### src/verilog/ulpi_pkg.sv
package ulpi_pkg;

  // USB line state as reported in bits [1:0] of an RX CMD
  typedef enum logic [1:0] {
    SE0 = 2'b00,
    J   = 2'b01,
    K   = 2'b10,
    SE1 = 2'b11
  } line_state_t;

  // Lower six bits of an RX CMD byte
  typedef struct packed {
    logic [1:0]  rx_event;
    logic [1:0]  vbus_state;
    line_state_t line_state;
  } rx_cmd_t;

  // One register write, or the NOPID chirp when nopid is set
  typedef struct packed {
    logic       nopid;
    logic [7:0] addr;
    logic [7:0] data;
  } phy_cmd_t;

  // Single-cycle timer pulses
  typedef struct packed {
    logic tick;
    logic fs_timeout;
    logic stable_1ms;
    logic stable_3ms;
  } line_ticks_t;

  typedef enum logic [3:0] {
    POWER_ON,
    FS_START,
    FS_WAIT,
    WAIT_SE0,
    CHIRP_MODE,
    CHIRP_K,
    CHIRP_KJ,
    HS_START,
    IDLE,
    RESET,
    SUSPEND
  } phy_state_t;

  // TX CMD bytes for register writes
  localparam logic [7:0] OTG_CTRL_WR  = 8'h8A;
  localparam logic [7:0] FUNC_CTRL_WR = 8'h84;

  // Function control values: FS, chirp and HS modes
  localparam logic [7:0] FUNC_FS      = 8'h45;
  localparam logic [7:0] FUNC_CHIRP   = 8'h54;
  localparam logic [7:0] FUNC_HS      = 8'h40;
  localparam logic [7:0] OTG_CTRL_VAL = 8'h00;

  localparam logic [7:0] TXCMD_NOPID  = 8'h40;

endpackage

### src/verilog/line_state.sv
module line_state
  import ulpi_pkg::*;
(
  input  logic        clock,
  input  logic        reset,
  input  rx_cmd_t     line_i,
  input  logic        ls_changed_i,
  input  line_ticks_t ticks_i,
  input  logic        cmd_done_i,
  output logic        cmd_valid_o,
  output phy_cmd_t    cmd_o,
  output logic        cmd_stop_o,
  output logic        fs_restart_o,
  output logic        high_speed_o,
  output logic        usb_reset_o,
  output logic        idle_o,
  output phy_state_t  phy_state_o
);

  phy_state_t state;
  phy_cmd_t   state_cmd;
  logic       writing;
  logic       sent;
  logic [1:0] k_pulses;
  logic [1:0] j_count;
  logic       kj_tick;

  function automatic phy_cmd_t reg_write(input logic [7:0] reg_addr, input logic [7:0] value);
    return '{nopid: 1'b0, addr: reg_addr, data: value};
  endfunction

  // Command owned by each state that talks to the PHY
  always_comb begin
    case (state)
      POWER_ON:   state_cmd = reg_write(OTG_CTRL_WR, OTG_CTRL_VAL);
      CHIRP_MODE: state_cmd = reg_write(FUNC_CTRL_WR, FUNC_CHIRP);
      CHIRP_K:    state_cmd = '{nopid: 1'b1, addr: TXCMD_NOPID, data: 8'h00};
      HS_START:   state_cmd = reg_write(FUNC_CTRL_WR, FUNC_HS);
      default:    state_cmd = reg_write(FUNC_CTRL_WR, FUNC_FS);
    endcase
  end

  assign writing     = state inside {POWER_ON, FS_START, CHIRP_MODE, CHIRP_K, HS_START};
  assign idle_o      = (state == IDLE);
  assign phy_state_o = state;

  always_ff @(posedge clock) begin
    cmd_o <= state_cmd;
  end

  always_ff @(posedge clock) begin
    cmd_valid_o  <= 1'b0;
    cmd_stop_o   <= 1'b0;
    fs_restart_o <= 1'b0;
    if (reset) begin
      state        <= POWER_ON;
      sent         <= 1'b0;
      high_speed_o <= 1'b0;
      usb_reset_o  <= 1'b0;
      k_pulses     <= 2'd0;
      j_count      <= 2'd0;
      kj_tick      <= 1'b0;
    end else begin
      // Each writing state issues one command and waits for cmd_done
      if (writing && !sent) begin
        cmd_valid_o <= 1'b1;
        sent        <= 1'b1;
      end

      case (state)
        POWER_ON: begin
          if (cmd_done_i) begin
            sent  <= 1'b0;
            state <= FS_START;
          end
        end
        FS_START: begin
          if (cmd_done_i) begin
            sent         <= 1'b0;
            fs_restart_o <= 1'b1;
            state        <= FS_WAIT;
          end
        end
        FS_WAIT: begin
          if (line_i.line_state == SE0) begin
            state <= WAIT_SE0;
          end else if (ticks_i.fs_timeout) begin
            usb_reset_o <= 1'b0;
            state       <= IDLE;
          end
        end
        WAIT_SE0: begin
          if (ls_changed_i) begin
            state <= FS_WAIT;
          end else if (ticks_i.tick) begin
            state <= CHIRP_MODE;
          end
        end
        CHIRP_MODE: begin
          if (cmd_done_i) begin
            sent     <= 1'b0;
            k_pulses <= 2'd0;
            state    <= CHIRP_K;
          end
        end
        CHIRP_K: begin
          // Timer phase is unknown on entry, so the second 1 ms pulse ends the chirp
          if (ticks_i.stable_1ms && k_pulses != 2'd2) begin
            k_pulses   <= k_pulses + 2'd1;
            cmd_stop_o <= (k_pulses == 2'd1);
          end
          if (cmd_done_i) begin
            sent    <= 1'b0;
            j_count <= 2'd0;
            kj_tick <= 1'b0;
            state   <= CHIRP_KJ;
          end
        end
        CHIRP_KJ: begin
          if (ls_changed_i) begin
            kj_tick <= 1'b0;
            if (line_i.line_state == J && j_count != 2'd3) begin
              j_count <= j_count + 2'd1;
            end
          end else if (ticks_i.tick) begin
            kj_tick <= 1'b1;
            // Third J has lasted a full tick
            if (kj_tick && j_count == 2'd3 && line_i.line_state == J) begin
              state <= HS_START;
            end
          end
        end
        HS_START: begin
          if (cmd_done_i) begin
            sent         <= 1'b0;
            high_speed_o <= 1'b1;
            usb_reset_o  <= 1'b0;
            state        <= IDLE;
          end
        end
        IDLE: begin
          if (ticks_i.stable_3ms && line_i.line_state == SE0) begin
            state <= RESET;
          end else if (ticks_i.stable_3ms && line_i.line_state == J) begin
            state <= SUSPEND;
          end
        end
        RESET: begin
          usb_reset_o <= 1'b1;
          if (ticks_i.tick) begin
            high_speed_o <= 1'b0;
            state        <= FS_START;
          end
        end
        SUSPEND: begin
          if (line_i.line_state != J) begin
            state <= IDLE;
          end
        end
        default: begin
          state <= POWER_ON;
        end
      endcase
    end
  end

endmodule

### src/verilog/line_timers.sv
module line_timers
  import ulpi_pkg::*;
#(
  parameter int TICK_CYCLES   = 150,
  parameter int FS_WAIT_TICKS = 40,
  parameter int MS_TICKS      = 400
) (
  input  logic        clock,
  input  logic        reset,
  input  logic        fs_restart_i,
  input  logic        ls_changed_i,
  output line_ticks_t ticks_o
);

  localparam int TICK_W = $clog2(TICK_CYCLES + 1);
  localparam int FS_W   = $clog2(FS_WAIT_TICKS + 1);
  localparam int MS_W   = $clog2(MS_TICKS + 1);

  logic [TICK_W-1:0] tick_cnt;
  logic [FS_W-1:0]   fs_cnt;
  logic [MS_W-1:0]   ms_cnt;
  logic [1:0]        ms3_cnt;
  logic              fs_run;
  logic              tick_q;
  logic              fs_timeout_q;
  logic              stable_1ms_q;
  logic              stable_3ms_q;

  assign ticks_o = '{
    tick:       tick_q,
    fs_timeout: fs_timeout_q,
    stable_1ms: stable_1ms_q,
    stable_3ms: stable_3ms_q
  };

  // Free-running 2.5 us tick
  always_ff @(posedge clock) begin
    if (reset) begin
      tick_cnt <= '0;
      tick_q   <= 1'b0;
    end else if (tick_cnt == TICK_W'(TICK_CYCLES - 1)) begin
      tick_cnt <= '0;
      tick_q   <= 1'b1;
    end else begin
      tick_cnt <= tick_cnt + 1'b1;
      tick_q   <= 1'b0;
    end
  end

  // One-shot full-speed wait, armed by fs_restart_i
  always_ff @(posedge clock) begin
    fs_timeout_q <= 1'b0;
    if (reset) begin
      fs_run <= 1'b0;
      fs_cnt <= '0;
    end else if (fs_restart_i) begin
      fs_run <= 1'b1;
      fs_cnt <= '0;
    end else if (fs_run && tick_q) begin
      if (fs_cnt == FS_W'(FS_WAIT_TICKS - 1)) begin
        fs_run       <= 1'b0;
        fs_timeout_q <= 1'b1;
      end else begin
        fs_cnt <= fs_cnt + 1'b1;
      end
    end
  end

  // Line stability, 1 ms pulses repeat while the line holds
  always_ff @(posedge clock) begin
    stable_1ms_q <= 1'b0;
    stable_3ms_q <= 1'b0;
    if (reset || ls_changed_i) begin
      ms_cnt  <= '0;
      ms3_cnt <= 2'd0;
    end else if (tick_q) begin
      if (ms_cnt == MS_W'(MS_TICKS - 1)) begin
        ms_cnt       <= '0;
        stable_1ms_q <= 1'b1;
        if (ms3_cnt == 2'd2) begin
          ms3_cnt      <= 2'd0;
          stable_3ms_q <= 1'b1;
        end else begin
          ms3_cnt <= ms3_cnt + 2'd1;
        end
      end else begin
        ms_cnt <= ms_cnt + 1'b1;
      end
    end
  end

endmodule

### src/verilog/ulpi_line_top.sv
module ulpi_line_top
  import ulpi_pkg::*;
#(
  parameter int TICK_CYCLES   = 150,
  parameter int FS_WAIT_TICKS = 40,
  parameter int MS_TICKS      = 400
) (
  input  logic       clock,
  input  logic       reset,
  input  logic       ulpi_dir_i,
  input  logic       ulpi_nxt_i,
  input  logic [7:0] ulpi_data_i,
  output logic [7:0] ulpi_data_o,
  output logic       ulpi_stp_o,
  input  logic       usb_sof_i,
  output logic       high_speed_o,
  output logic       usb_reset_o,
  output rx_cmd_t    line_o,
  output phy_state_t phy_state_o,
  output logic       idle_o
);

  logic        dir_q;
  logic        ls_changed;
  logic        fs_restart;
  logic        cmd_valid;
  logic        cmd_stop;
  logic        cmd_done;
  phy_cmd_t    cmd;
  line_ticks_t ticks;

  ulpi_rx_cmd i_rx_cmd (
    .clock        (clock),
    .reset        (reset),
    .ulpi_dir_i   (ulpi_dir_i),
    .ulpi_nxt_i   (ulpi_nxt_i),
    .ulpi_data_i  (ulpi_data_i),
    .usb_sof_i    (usb_sof_i),
    .dir_q_o      (dir_q),
    .line_o       (line_o),
    .ls_changed_o (ls_changed)
  );

  line_timers #(
    .TICK_CYCLES   (TICK_CYCLES),
    .FS_WAIT_TICKS (FS_WAIT_TICKS),
    .MS_TICKS      (MS_TICKS)
  ) i_timers (
    .clock        (clock),
    .reset        (reset),
    .fs_restart_i (fs_restart),
    .ls_changed_i (ls_changed),
    .ticks_o      (ticks)
  );

  ulpi_reg_writer i_writer (
    .clock       (clock),
    .reset       (reset),
    .dir_q_i     (dir_q),
    .ulpi_dir_i  (ulpi_dir_i),
    .ulpi_nxt_i  (ulpi_nxt_i),
    .cmd_valid_i (cmd_valid),
    .cmd_i       (cmd),
    .cmd_stop_i  (cmd_stop),
    .cmd_done_o  (cmd_done),
    .ulpi_data_o (ulpi_data_o),
    .ulpi_stp_o  (ulpi_stp_o)
  );

  line_state i_line_state (
    .clock        (clock),
    .reset        (reset),
    .line_i       (line_o),
    .ls_changed_i (ls_changed),
    .ticks_i      (ticks),
    .cmd_done_i   (cmd_done),
    .cmd_valid_o  (cmd_valid),
    .cmd_o        (cmd),
    .cmd_stop_o   (cmd_stop),
    .fs_restart_o (fs_restart),
    .high_speed_o (high_speed_o),
    .usb_reset_o  (usb_reset_o),
    .idle_o       (idle_o),
    .phy_state_o  (phy_state_o)
  );

endmodule

### src/verilog/ulpi_reg_writer.sv
module ulpi_reg_writer
  import ulpi_pkg::*;
(
  input  logic       clock,
  input  logic       reset,
  input  logic       dir_q_i,
  input  logic       ulpi_dir_i,
  input  logic       ulpi_nxt_i,
  input  logic       cmd_valid_i,
  input  phy_cmd_t   cmd_i,
  input  logic       cmd_stop_i,
  output logic       cmd_done_o,
  output logic [7:0] ulpi_data_o,
  output logic       ulpi_stp_o
);

  typedef enum logic [2:0] {
    W_IDLE,
    W_ADDR,
    W_DATA,
    W_CHIRP,
    W_STOP
  } wr_state_t;

  wr_state_t state;
  phy_cmd_t  cmd_q;
  logic      bus_busy;

  // PHY owns the bus while dir is high and during the turnaround after it
  assign bus_busy = ulpi_dir_i || dir_q_i;

  always_ff @(posedge clock) begin
    if (cmd_valid_i) begin
      cmd_q <= cmd_i;
    end
  end

  always_ff @(posedge clock) begin
    if (reset) begin
      state <= W_IDLE;
    end else begin
      case (state)
        W_IDLE: begin
          if (cmd_valid_i) begin
            state <= W_ADDR;
          end
        end
        // TX CMD byte, held until the PHY takes it
        W_ADDR: begin
          if (!bus_busy && ulpi_nxt_i) begin
            state <= cmd_q.nopid ? W_CHIRP : W_DATA;
          end
        end
        W_DATA: begin
          // Aborted by the PHY, start over from the TX CMD byte
          if (bus_busy) begin
            state <= W_ADDR;
          end else if (ulpi_nxt_i) begin
            state <= W_STOP;
          end
        end
        // Chirp K runs with zero on the bus until told to stop
        W_CHIRP: begin
          if (cmd_stop_i) begin
            state <= W_STOP;
          end
        end
        W_STOP: begin
          state <= W_IDLE;
        end
        default: begin
          state <= W_IDLE;
        end
      endcase
    end
  end

  always_comb begin
    ulpi_data_o = 8'h00;
    if (!bus_busy) begin
      if (state == W_ADDR) begin
        ulpi_data_o = cmd_q.addr;
      end else if (state == W_DATA) begin
        ulpi_data_o = cmd_q.data;
      end
    end
  end

  assign ulpi_stp_o = (state == W_STOP);
  assign cmd_done_o = (state == W_STOP);

endmodule

### src/verilog/ulpi_rx_cmd.sv
module ulpi_rx_cmd
  import ulpi_pkg::*;
(
  input  logic       clock,
  input  logic       reset,
  input  logic       ulpi_dir_i,
  input  logic       ulpi_nxt_i,
  input  logic [7:0] ulpi_data_i,
  input  logic       usb_sof_i,
  output logic       dir_q_o,
  output rx_cmd_t    line_o,
  output logic       ls_changed_o
);

  logic       dir_q;
  logic       dir_qq;
  logic       nxt_q;
  logic [7:0] dat_q;
  logic       rx_cmd_q;
  rx_cmd_t    rx_byte_q;

  assign dir_q_o = dir_q;

  // Input registers, meant to sit in the IOBs
  always_ff @(posedge clock) begin
    if (reset) begin
      dir_q  <= 1'b0;
      dir_qq <= 1'b0;
      nxt_q  <= 1'b0;
    end else begin
      dir_q  <= ulpi_dir_i;
      dir_qq <= dir_q;
      nxt_q  <= ulpi_nxt_i;
    end
  end

  always_ff @(posedge clock) begin
    dat_q     <= ulpi_data_i;
    rx_byte_q <= rx_cmd_t'(dat_q[5:0]);
  end

  // The first cycle of dir high is turnaround, so an RX CMD needs dir held
  always_ff @(posedge clock) begin
    if (reset) begin
      rx_cmd_q <= 1'b0;
    end else begin
      rx_cmd_q <= dir_q && dir_qq && !nxt_q;
    end
  end

  // SOF activity also counts as a change, so the stability timers restart
  always_ff @(posedge clock) begin
    if (reset) begin
      line_o       <= '{rx_event: 2'b00, vbus_state: 2'b00, line_state: K};
      ls_changed_o <= 1'b0;
    end else begin
      ls_changed_o <= (rx_cmd_q && rx_byte_q.line_state != line_o.line_state) || usb_sof_i;
      if (rx_cmd_q) begin
        line_o <= rx_byte_q;
      end
    end
  end

endmodule
### config.mk
export PLATFORM = sky130hd
export DESIGN_NAME = ulpi_line_top
export DESIGN_NICKNAME = d
export VERILOG_FILES = /design/src/verilog/ulpi_pkg.sv /design/src/verilog/line_state.sv /design/src/verilog/line_timers.sv /design/src/verilog/ulpi_line_top.sv /design/src/verilog/ulpi_reg_writer.sv /design/src/verilog/ulpi_rx_cmd.sv
export SDC_FILE = /design/constraint.sdc
export NUM_CORES = 1
export LEC_CHECK = 0
export ABC_AREA = 1
export BUFFER_PORTS_ARGS = -buffer_cell sky130_fd_sc_hd__buf_2
export CAP_MARGIN = 20
export CORE_MARGIN = 3
export CORE_UTILIZATION = 59
export DETAILED_ROUTE_END_ITERATION = 10
export GPL_TIMING_DRIVEN = 0
export PLACE_DENSITY_LB_ADDON = 0.1
export SLEW_MARGIN = 20
export SYNTH_ARGS = -nofsm -noshare
export SYNTH_HDL_FRONTEND = slang
export SYNTH_HIERARCHICAL = 1
export SYNTH_SLANG_ARGS = --single-unit
export TNS_END_PERCENT = 30
### constraint.sdc
create_clock -name clock -period 2.15 [get_ports clock]
set_input_delay 0 -clock clock [delete_from_list [all_inputs] [get_ports clock]]
set_output_delay 0 -clock clock [all_outputs]
set_load 0.03 [all_outputs]
==> impl_results.md, run 1 <==
- First-iteration detailed-routing DRC count: 141
- RSZ-0062 raised after global routing: false
- Startpoint Class: flip-flop
- Clock skew: 0.00624 ns
- Leakage power: 2.07 nW
- Largest net degree at the start of global routing: 22
- Post-DP HPWL: 5.42 mm
- Root Buffer Master: clkbuf_8
- Synthesized area: 4080 um^2
- Drt pass-1 iters: 4
- Placer Congestion: 0.916
- Num CTS Buffers: 9
- Routed via count: 3273
- # rows: 29
- CORE AREA: 6530 um^2
- Post-CTS setup buffers: 0
- F_max: 0.538 GHz
- Final ANT Viol Nets: 0
- GRT overflow: 0
- R2R Setup Slk: 0.29 ns
- WP data required: 2.39 ns
- Synth warnings: 6
- Die ar.: 7960 um^2
- I/O pin count: 35
- Run status: finished, final reports clean
- Clk_lat worst skew: 0.36 ns
- Post-Syn Instances: 512
- PostCTS Resize Cnt: 0
- CP max FO: 6
- CTS tree: yes
- WP data arrival: 2.10 ns
- Slowest CP cell: nor3_1
- I/O Buffers: 32
- # diodes: 0
- Final Hold Vio Count: 0
- Hold Path Origin: reset
- Final Max Tran Viols: 0
- Die Width: 89.2 um
- Critical Path Max Stage Delay: 0.65 ns
- Fin crit share: 86.5%
- CP dominant cell by count: nand2_1
- Placed Cells: 627
- Worst min path class: input port to flip-flop
- PwrDens: 936 nW/um^2
- Worst hold margin: 0.0809 ns
- CP endpoint kind: flip-flop
- Initial antenna violation count: 0
- R2R cell count: 8
- Worst VDD drop: 482 uV
- Hold path cells: 2
- Worst slew pin tran: 0.770 ns
- DIE HEIGHT: 89.2 um
- Post-synth cell types: 36
- Fin cells: 652
- Endpoints failing setup: 0
- R2R Path End: i_line_state/j_count[1]$_SDFFE_PP0P_
- Fin nets: 590
- Hold endpoint: i_rx_cmd/nxt_q$_SDFF_PP0_
- Register bit total from synthesis: 95
- Via density: 5.02
- Area delta synth->final: 13.8%
- Total track usage: 20.2%
- Residual DRC count: 0
- Worst flop-to-flop path startpoint: i_writer/state[1]$_SDFFE_PP0P_
- Layout cells sized above 1: 18.1%
- Worst slew margin: 48.3%
- Fillers: 544
- First-pass GRT wire length: 12.5 mm
- Initial Util: 62.5%
- Final WL: 7.58 mm
- Clk buf depth: 2
- H-tree levels: 3
- Crit path cell chain: nor3_1, inv_1, nand2_1, nand2_1, a21oi_2, nand2_1, o21ai_1, nor2_1
- Max-cap check violation count: 0
- Power Total: 0.00435 W
- Sink Count: 95
- Average size of a mapped cell: 7.98 um^2
- Seq/Total Area, Yosys: 50.7%
- CP Class: flip-flop to flip-flop
- Drt wl/cell: 11.6 um
- Number of global-route vias before repair: 2929
- Fin crit period: 1.86 ns
- Clock Pin Slew Worst Setup and Hold Paths: 0.09 ns
- Final TNS setup: 0 ns
-- synth_stat cells, drive strengths merged --
library cell / n / area share [%]
a211oi: 1 / 0.18
a21oi: 27 / 3.6
a31oi: 1 / 0.15
buf: 18 / 3.3
clkinv: 1 / 0.092
conb: 1 / 0.092
dfxtp: 78 / 38
edfxtp: 17 / 13
ha: 7 / 2.1
inv: 68 / 6.3
nand2: 118 / 11
nand3: 25 / 3.3
nand3b: 1 / 0.18
nand4: 8 / 1.6
nor2: 94 / 10
nor3: 10 / 1.2
nor3b: 2 / 0.37
o211ai: 2 / 0.49
o21a: 1 / 0.18
o21ai: 21 / 2.6
o221ai: 1 / 0.21
or2: 3 / 0.46
xnor2: 1 / 0.21
xor2: 6 / 1.3
-- flip-flops by register name (all words and copies together), names as in the netlist, 2 cells and up --
register                  cells
i_line_state/cmd_o            7
i_line_state/j_count          2
i_line_state/k_pulses         2
i_line_state/phy_state_o      4
i_rx_cmd/dat_q                6
i_rx_cmd/line_o               6
i_rx_cmd/rx_byte_q            6
i_timers/fs_cnt               6
i_timers/ms3_cnt              2
i_timers/ms_cnt               9
i_timers/tick_cnt             8
i_writer/cmd_q               17
i_writer/state                3
-- placed cells by master (no fill, tap or decap), types with 10 or more instances in the layout --
master and count:
nand2_1 111, nand3_1 23, dfxtp_1 78, edfxtp_1 17, nor3_1 10, inv_2 11, buf_4 16, buf_2 33
inv_1 57, a21oi_1 24, nor2_1 81, o21ai_0 16
-- logic make-up after synthesis --
logic type               Yosys count  share of synthesized area (%)
AO/OA/AOI/OAI                     54                           7.38
XOR/XNOR                           7                           1.50
adder cells (fa/ha/maj)            7                           2.14
buffers and inverters             87                           9.68
flip-flops                        95                           50.7
other                              1                         0.0918
AND/OR/NAND/NOR                  261                           28.5
-- repair_timing --
item	in CTS	in global routing
endpoints found under the hold margin	9	0
hold buffers	9	0
setup endpoints to repair	0	0
-- power by group --
| group | switching, W | internal, W | leakage [nW] |
|---|---|---|---|
| sequential | 0.000140 | 0.00204 | 0.795 |
| combinational | 0.000668 | 0.000345 | 1.18 |
| clock | 0.000615 | 0.000538 | 0.0938 |
-- metal layers --
metal  vias up  share of wire [%]  global-route usage [%]
met5         -                  0                       0
met2        71                 48                    34.3
met4         0                1.3                    7.71
met1      1483                 45                    24.5
li1       1710                  -                       -
met3         9                5.7                    5.25
-- how the worst max path moves through the flow --
stage                                                        start                                        to  slack, ns
after detailed placement            i_writer/state[1]$_SDFFE_PP0P_      i_line_state/j_count[1]$_SDFFE_PP0P_       0.30
after floorplan           i_line_state/phy_state_o[3]$_SDFFE_PP0P_  i_line_state/phy_state_o[3]$_SDFFE_PP0P_       0.57
after global routing                i_writer/state[1]$_SDFFE_PP0P_      i_line_state/j_count[1]$_SDFFE_PP0P_       0.03
after global placement              i_writer/state[1]$_SDFFE_PP0P_      i_line_state/j_count[1]$_SDFFE_PP0P_       0.26
final                               i_writer/state[1]$_SDFFE_PP0P_      i_line_state/j_count[1]$_SDFFE_PP0P_       0.29
after CTS                           i_writer/state[1]$_SDFFE_PP0P_      i_line_state/j_count[1]$_SDFFE_PP0P_       0.27
-- area by class of cell --
cell class / instances / area [um^2] / area share, %
buffer: 18 / 136 / 2.93
inverter: 69 / 259 / 5.57
timing repair buffer: 41 / 250 / 5.39
sequential: 95 / 2070 / 44.6
multi-input combinational: 336 / 1640 / 35.3
clock buffer: 9 / 124 / 2.67
clock inverter: 7 / 70.1 / 1.51
tap: 77 / 96.3 / 2.07
-- stage by stage --
stage               setup slack [ns]  cell area (um^2)  utilization (%)
floorplan                      0.567              4110                -
global placement               0.265              4360             66.8
detailed placement             0.298              4360             66.8
CTS                            0.265              4650             71.1
global route                  0.0317              4650             71.1
finish                         0.290              4650             71.1
-- worst max-delay path, delay by kind of cell, from the launching register on --
kind	cells	cell delay, ns
simple gates	5	0.98
flops	1	0.38
compound gates	2	0.25
buf+inv	1	0.13
Note: power is estimated with default switching activity, not from simulation.
==> run 2, diff against run 1 <==
--- a/config.mk
+++ b/config.mk
@@ -5,7 +5,6 @@
 export SDC_FILE = /design/constraint.sdc
 export NUM_CORES = 1
 export LEC_CHECK = 0
-export ABC_AREA = 1
 export BUFFER_PORTS_ARGS = -buffer_cell sky130_fd_sc_hd__buf_2
 export CAP_MARGIN = 20
 export CORE_MARGIN = 3
==> run 2 against run 1 <==
Net effect:
- hold slack gained 0.20 ns
- largest power group unchanged
- sequential power decreased by 9.2%
- critical path depth down 2
- die area is 1.1% higher
- critical path type unchanged
- worst setup slack worse by 0.051 ns
- first-iteration DRC count rose by 64%
- combinational power fell by 62%
- count of clock-buffer cells in the layout rose by 1
==> impl_results.md, run 2 <==
- Run status: finished, final reports clean
- Count leader, synth: dfxtp_1
- Clk buf depth: 2 (unchanged)
- Residual DRC count: 0 (unchanged)
- Most common cell after layout, fill and taps aside: dfxtp_1
- Worst slew margin: 50.1% (+1.8 points)
- Max-cap check violation count: 0 (unchanged)
- First-iteration detailed-routing DRC count: 231 (+64%)
- Post-synth cell types: 63 (+75%)
- Clock Pin Slew Worst Setup and Hold Paths: 0.09 ns (about the same)
- CP max FO: 10 (+4)
- Die ar.: 8040 um^2 (+1.1%)
- Yosys top cell by area: dfxtp_1
- # diodes: 0 (unchanged)
- Fin nets: 492 (-17%)
- Final Max Tran Viols: 0 (unchanged)
- Die Width: 89.7 um (+0.54%)
- Synthesized area: 4130 um^2 (+1.2%)
- Final Hold Vio Count: 0 (unchanged)
- I/O Buffers: 32 (unchanged)
- CP endpoint kind: flip-flop
- WP data arrival: 2.19 ns (+0.09 ns)
- Synth warnings: 6 (unchanged)
- Placer Congestion: 0.932 (+1.6%)
- Ys flop type: dfxtp_1
- Final ANT Viol Nets: 0 (unchanged)
- Sink Count: 95 (unchanged)
- First-pass GRT wire length: 13.0 mm (+3.9%)
- Total track usage: 20.7% (+0.54 points)
- Endpoints failing setup: 0 (unchanged)
- Hold Path Origin: ulpi_data_i[2]
- Power Total: 0.00353 W (-19%)
- Area delta synth->final: 14.7%
- Area contributors post-synth: dfxtp_1, edfxtp_1, mux2i_1
- Met1 Use GR: 26.9% (+2.3 points)
- Max reg flops: 17 (unchanged)
- GRT overflow: 0 (unchanged)
- Post-DP HPWL: 5.48 mm (+1.2%)
- Post-Syn Instances: 413 (-19%)
- Post-layout util: 72.2% (+1.0 points)
- Worst min path class: input port to flip-flop
- Register bit total from synthesis: 95 (unchanged)
- Post-CTS setup buffers: 0 (unchanged)
- GRT busiest layer: met2
- Commonest cells after routing, fill and taps aside: dfxtp_1, nor2_1, buf_2, nand2_1
- Post-synth ARST share: 0% (unchanged)
- Worst Setup SP: i_writer/state[0]$_SDFFE_PP0P_
- Clk_lat worst skew: 0.34 ns (-0.02 ns)
- Via density: 5.46 (+8.8%)
- I/O pin count: 35 (unchanged)
- Worst flop-to-flop path startpoint: i_writer/state[0]$_SDFFE_PP0P_
- H-tree levels: 3 (unchanged)
- Num CTS Buffers: 9 (unchanged)
- WP data required: 2.43 ns (+0.04 ns)
- Worst VDD drop: 411 uV (-15%)
- Fillers: 497 (-8.6%)
- Root Buffer Master: clkbuf_8
- Largest net degree at the start of global routing: 19 (-14%)
- Synth top cells by count: dfxtp_1, nor2_1, nand2_1
- Average size of a mapped cell: 10.0 um^2 (+25%)
- Seq/Total Area, Yosys: 50.2% (-0.58 points)
- DIE HEIGHT: 89.7 um (+0.54%)
- Final WL: 7.82 mm (+3.2%)
- Initial Util: 62.9% (+0.38 points)
- Biggest register: i_writer/cmd_q
- Fin crit share: 88.9% (+2.4 points)
- Routed via count: 3112 (-4.9%)
- CORE AREA: 6570 um^2 (+0.56%)
- Leakage power: 1.81 nW (-12%)
- Drt wl/cell: 13.7 um (+18%)
- Number of global-route vias before repair: 2852 (-2.6%)
- Final TNS setup: 0 ns (unchanged)
- Layout cells sized above 1: 18.4% (+0.36 points)
- Biggest regs: i_writer/cmd_q x17, i_timers/ms_cnt x9, i_timers/tick_cnt x8
- CTS tree: yes
- Initial antenna violation count: 0 (unchanged)
- Top-area cell type share of the netlist area: 37.8% (-0.44 points)
- Startpoint Class: flip-flop
- Post-synth EDFFs: 17 (unchanged)
- Clock skew: 0.0129 ns (+0.00667 ns)
- Drt pass-1 iters: 4 (unchanged)
- PwrDens: 745 nW/um^2 (-20%)
- Grt met3 use: 3.28% (-2.0 points)
- Worst slew pin tran: 0.748 ns (-0.0217 ns)
- M2 GR Usage: 33.9% (-0.38 points)
- F_max: 0.523 GHz (-2.7%)
- # rows: 29 (unchanged)
- Fin crit period: 1.91 ns (+0.0513 ns)
- RSZ-0062 raised after global routing: false
- CP Class: flip-flop to flip-flop
==> run 2: cell count changes in the layout (fill, tap and decap cells not counted), sizes merged, moves of 9 or more <==
cell,delta
nor2,-51
mux2i,+17
inv,-56
o31ai,+9
nand2,-92
or3,+18
nor2b,+14
nand3,-11
a21oi,-11
==> run 2: worst max-delay path, stage by stage, from the launching register on <==
cell	delay, ns
dfxtp_1	0.30
buf_2	0.16
nor3b_2	0.49
or3_1	0.26
nand3_4	0.13
or3_1	0.39
a21oi_1	0.12
==> run 2: final timing paths <==
check	endpoint	slack [ns]	depth (start not counted)
worst max register to register	i_line_state/phy_state_o[1]$_SDFFE_PP0P_	0.24	6
worst min register to register	i_rx_cmd/rx_byte_q[0]$_DFF_P_	0.33	0
worst min-delay path	i_rx_cmd/dat_q[2]$_DFF_P_	0.28	2
worst max-delay path	i_line_state/phy_state_o[1]$_SDFFE_PP0P_	0.24	6
==> run 2: stage by stage <==
step / std cells / cell area, um^2 / worst slack, ns / hold slack, ns
2_1_floorplan: 419 / 4150 / 0.323 / 0.0277
3_3_place_gp: 544 / 4430 / -0.0400 / 0.102
3_5_place_dp: 544 / 4430 / -0.0484 / 0.104
4_1_cts: 570 / 4740 / 0.251 / 0.269
5_1_grt: 570 / 4740 / 0.144 / 0.282
6_report: 570 / 4740 / 0.239 / 0.285
==> run 2: kinds of logic (layout without fill, tap and decap cells) <==
| kind of cell | count (synthesis) | after routing | synth area share, % |
|---|---|---|---|
| simple gates | 167 | 167 | 22.4 |
| xor+xnor | 8 | 8 | 1.70 |
| flops | 95 | 95 | 50.2 |
| buf+inv | 44 | 102 | 6.45 |
| compound gates | 74 | 74 | 13.0 |
| fa+ha+maj | 7 | 7 | 2.12 |
| other cells | 1 | 7 | 0.0908 |
| mux | 17 | 17 | 4.12 |
==> run 2: cell type report <==
| cell class | count | area, um^2 | area share (%) |
|---|---|---|---|
| plain buffers | 32 | 221 | 4.67 |
| clock buffers | 10 | 138 | 2.90 |
| clock inverters | 6 | 66.3 | 1.40 |
| inverters | 12 | 45.0 | 0.950 |
| multi-input cells | 280 | 1820 | 38.4 |
| flip-flops and latches | 95 | 2070 | 43.7 |
| well taps | 93 | 116 | 2.46 |
| repair buffers | 42 | 260 | 5.49 |
==> run 2: layer usage <==
layer	part of all wire, %	wire (um)	up-vias
li1	-	-	1580
met1	46	3580	1454
met2	49	3800	67
met3	4.1	321	11
met4	1.5	120	0
met5	0	0	-
==> run 2: timing repair <==
action                                  in CTS  in global routing
hold buffers                                10                  0
endpoints found under the hold margin       11                  0
endpoints found under the setup margin       2                  0
gates resized for setup                      1                  0
==> run 2: where the power goes <==
group | switching (W) | internal [W] | total, W
combinational | 0.000214 | 0.000171 | 0.000384
sequential | 0.0000626 | 0.00192 | 0.00198
clock | 0.000589 | 0.000574 | 0.00116
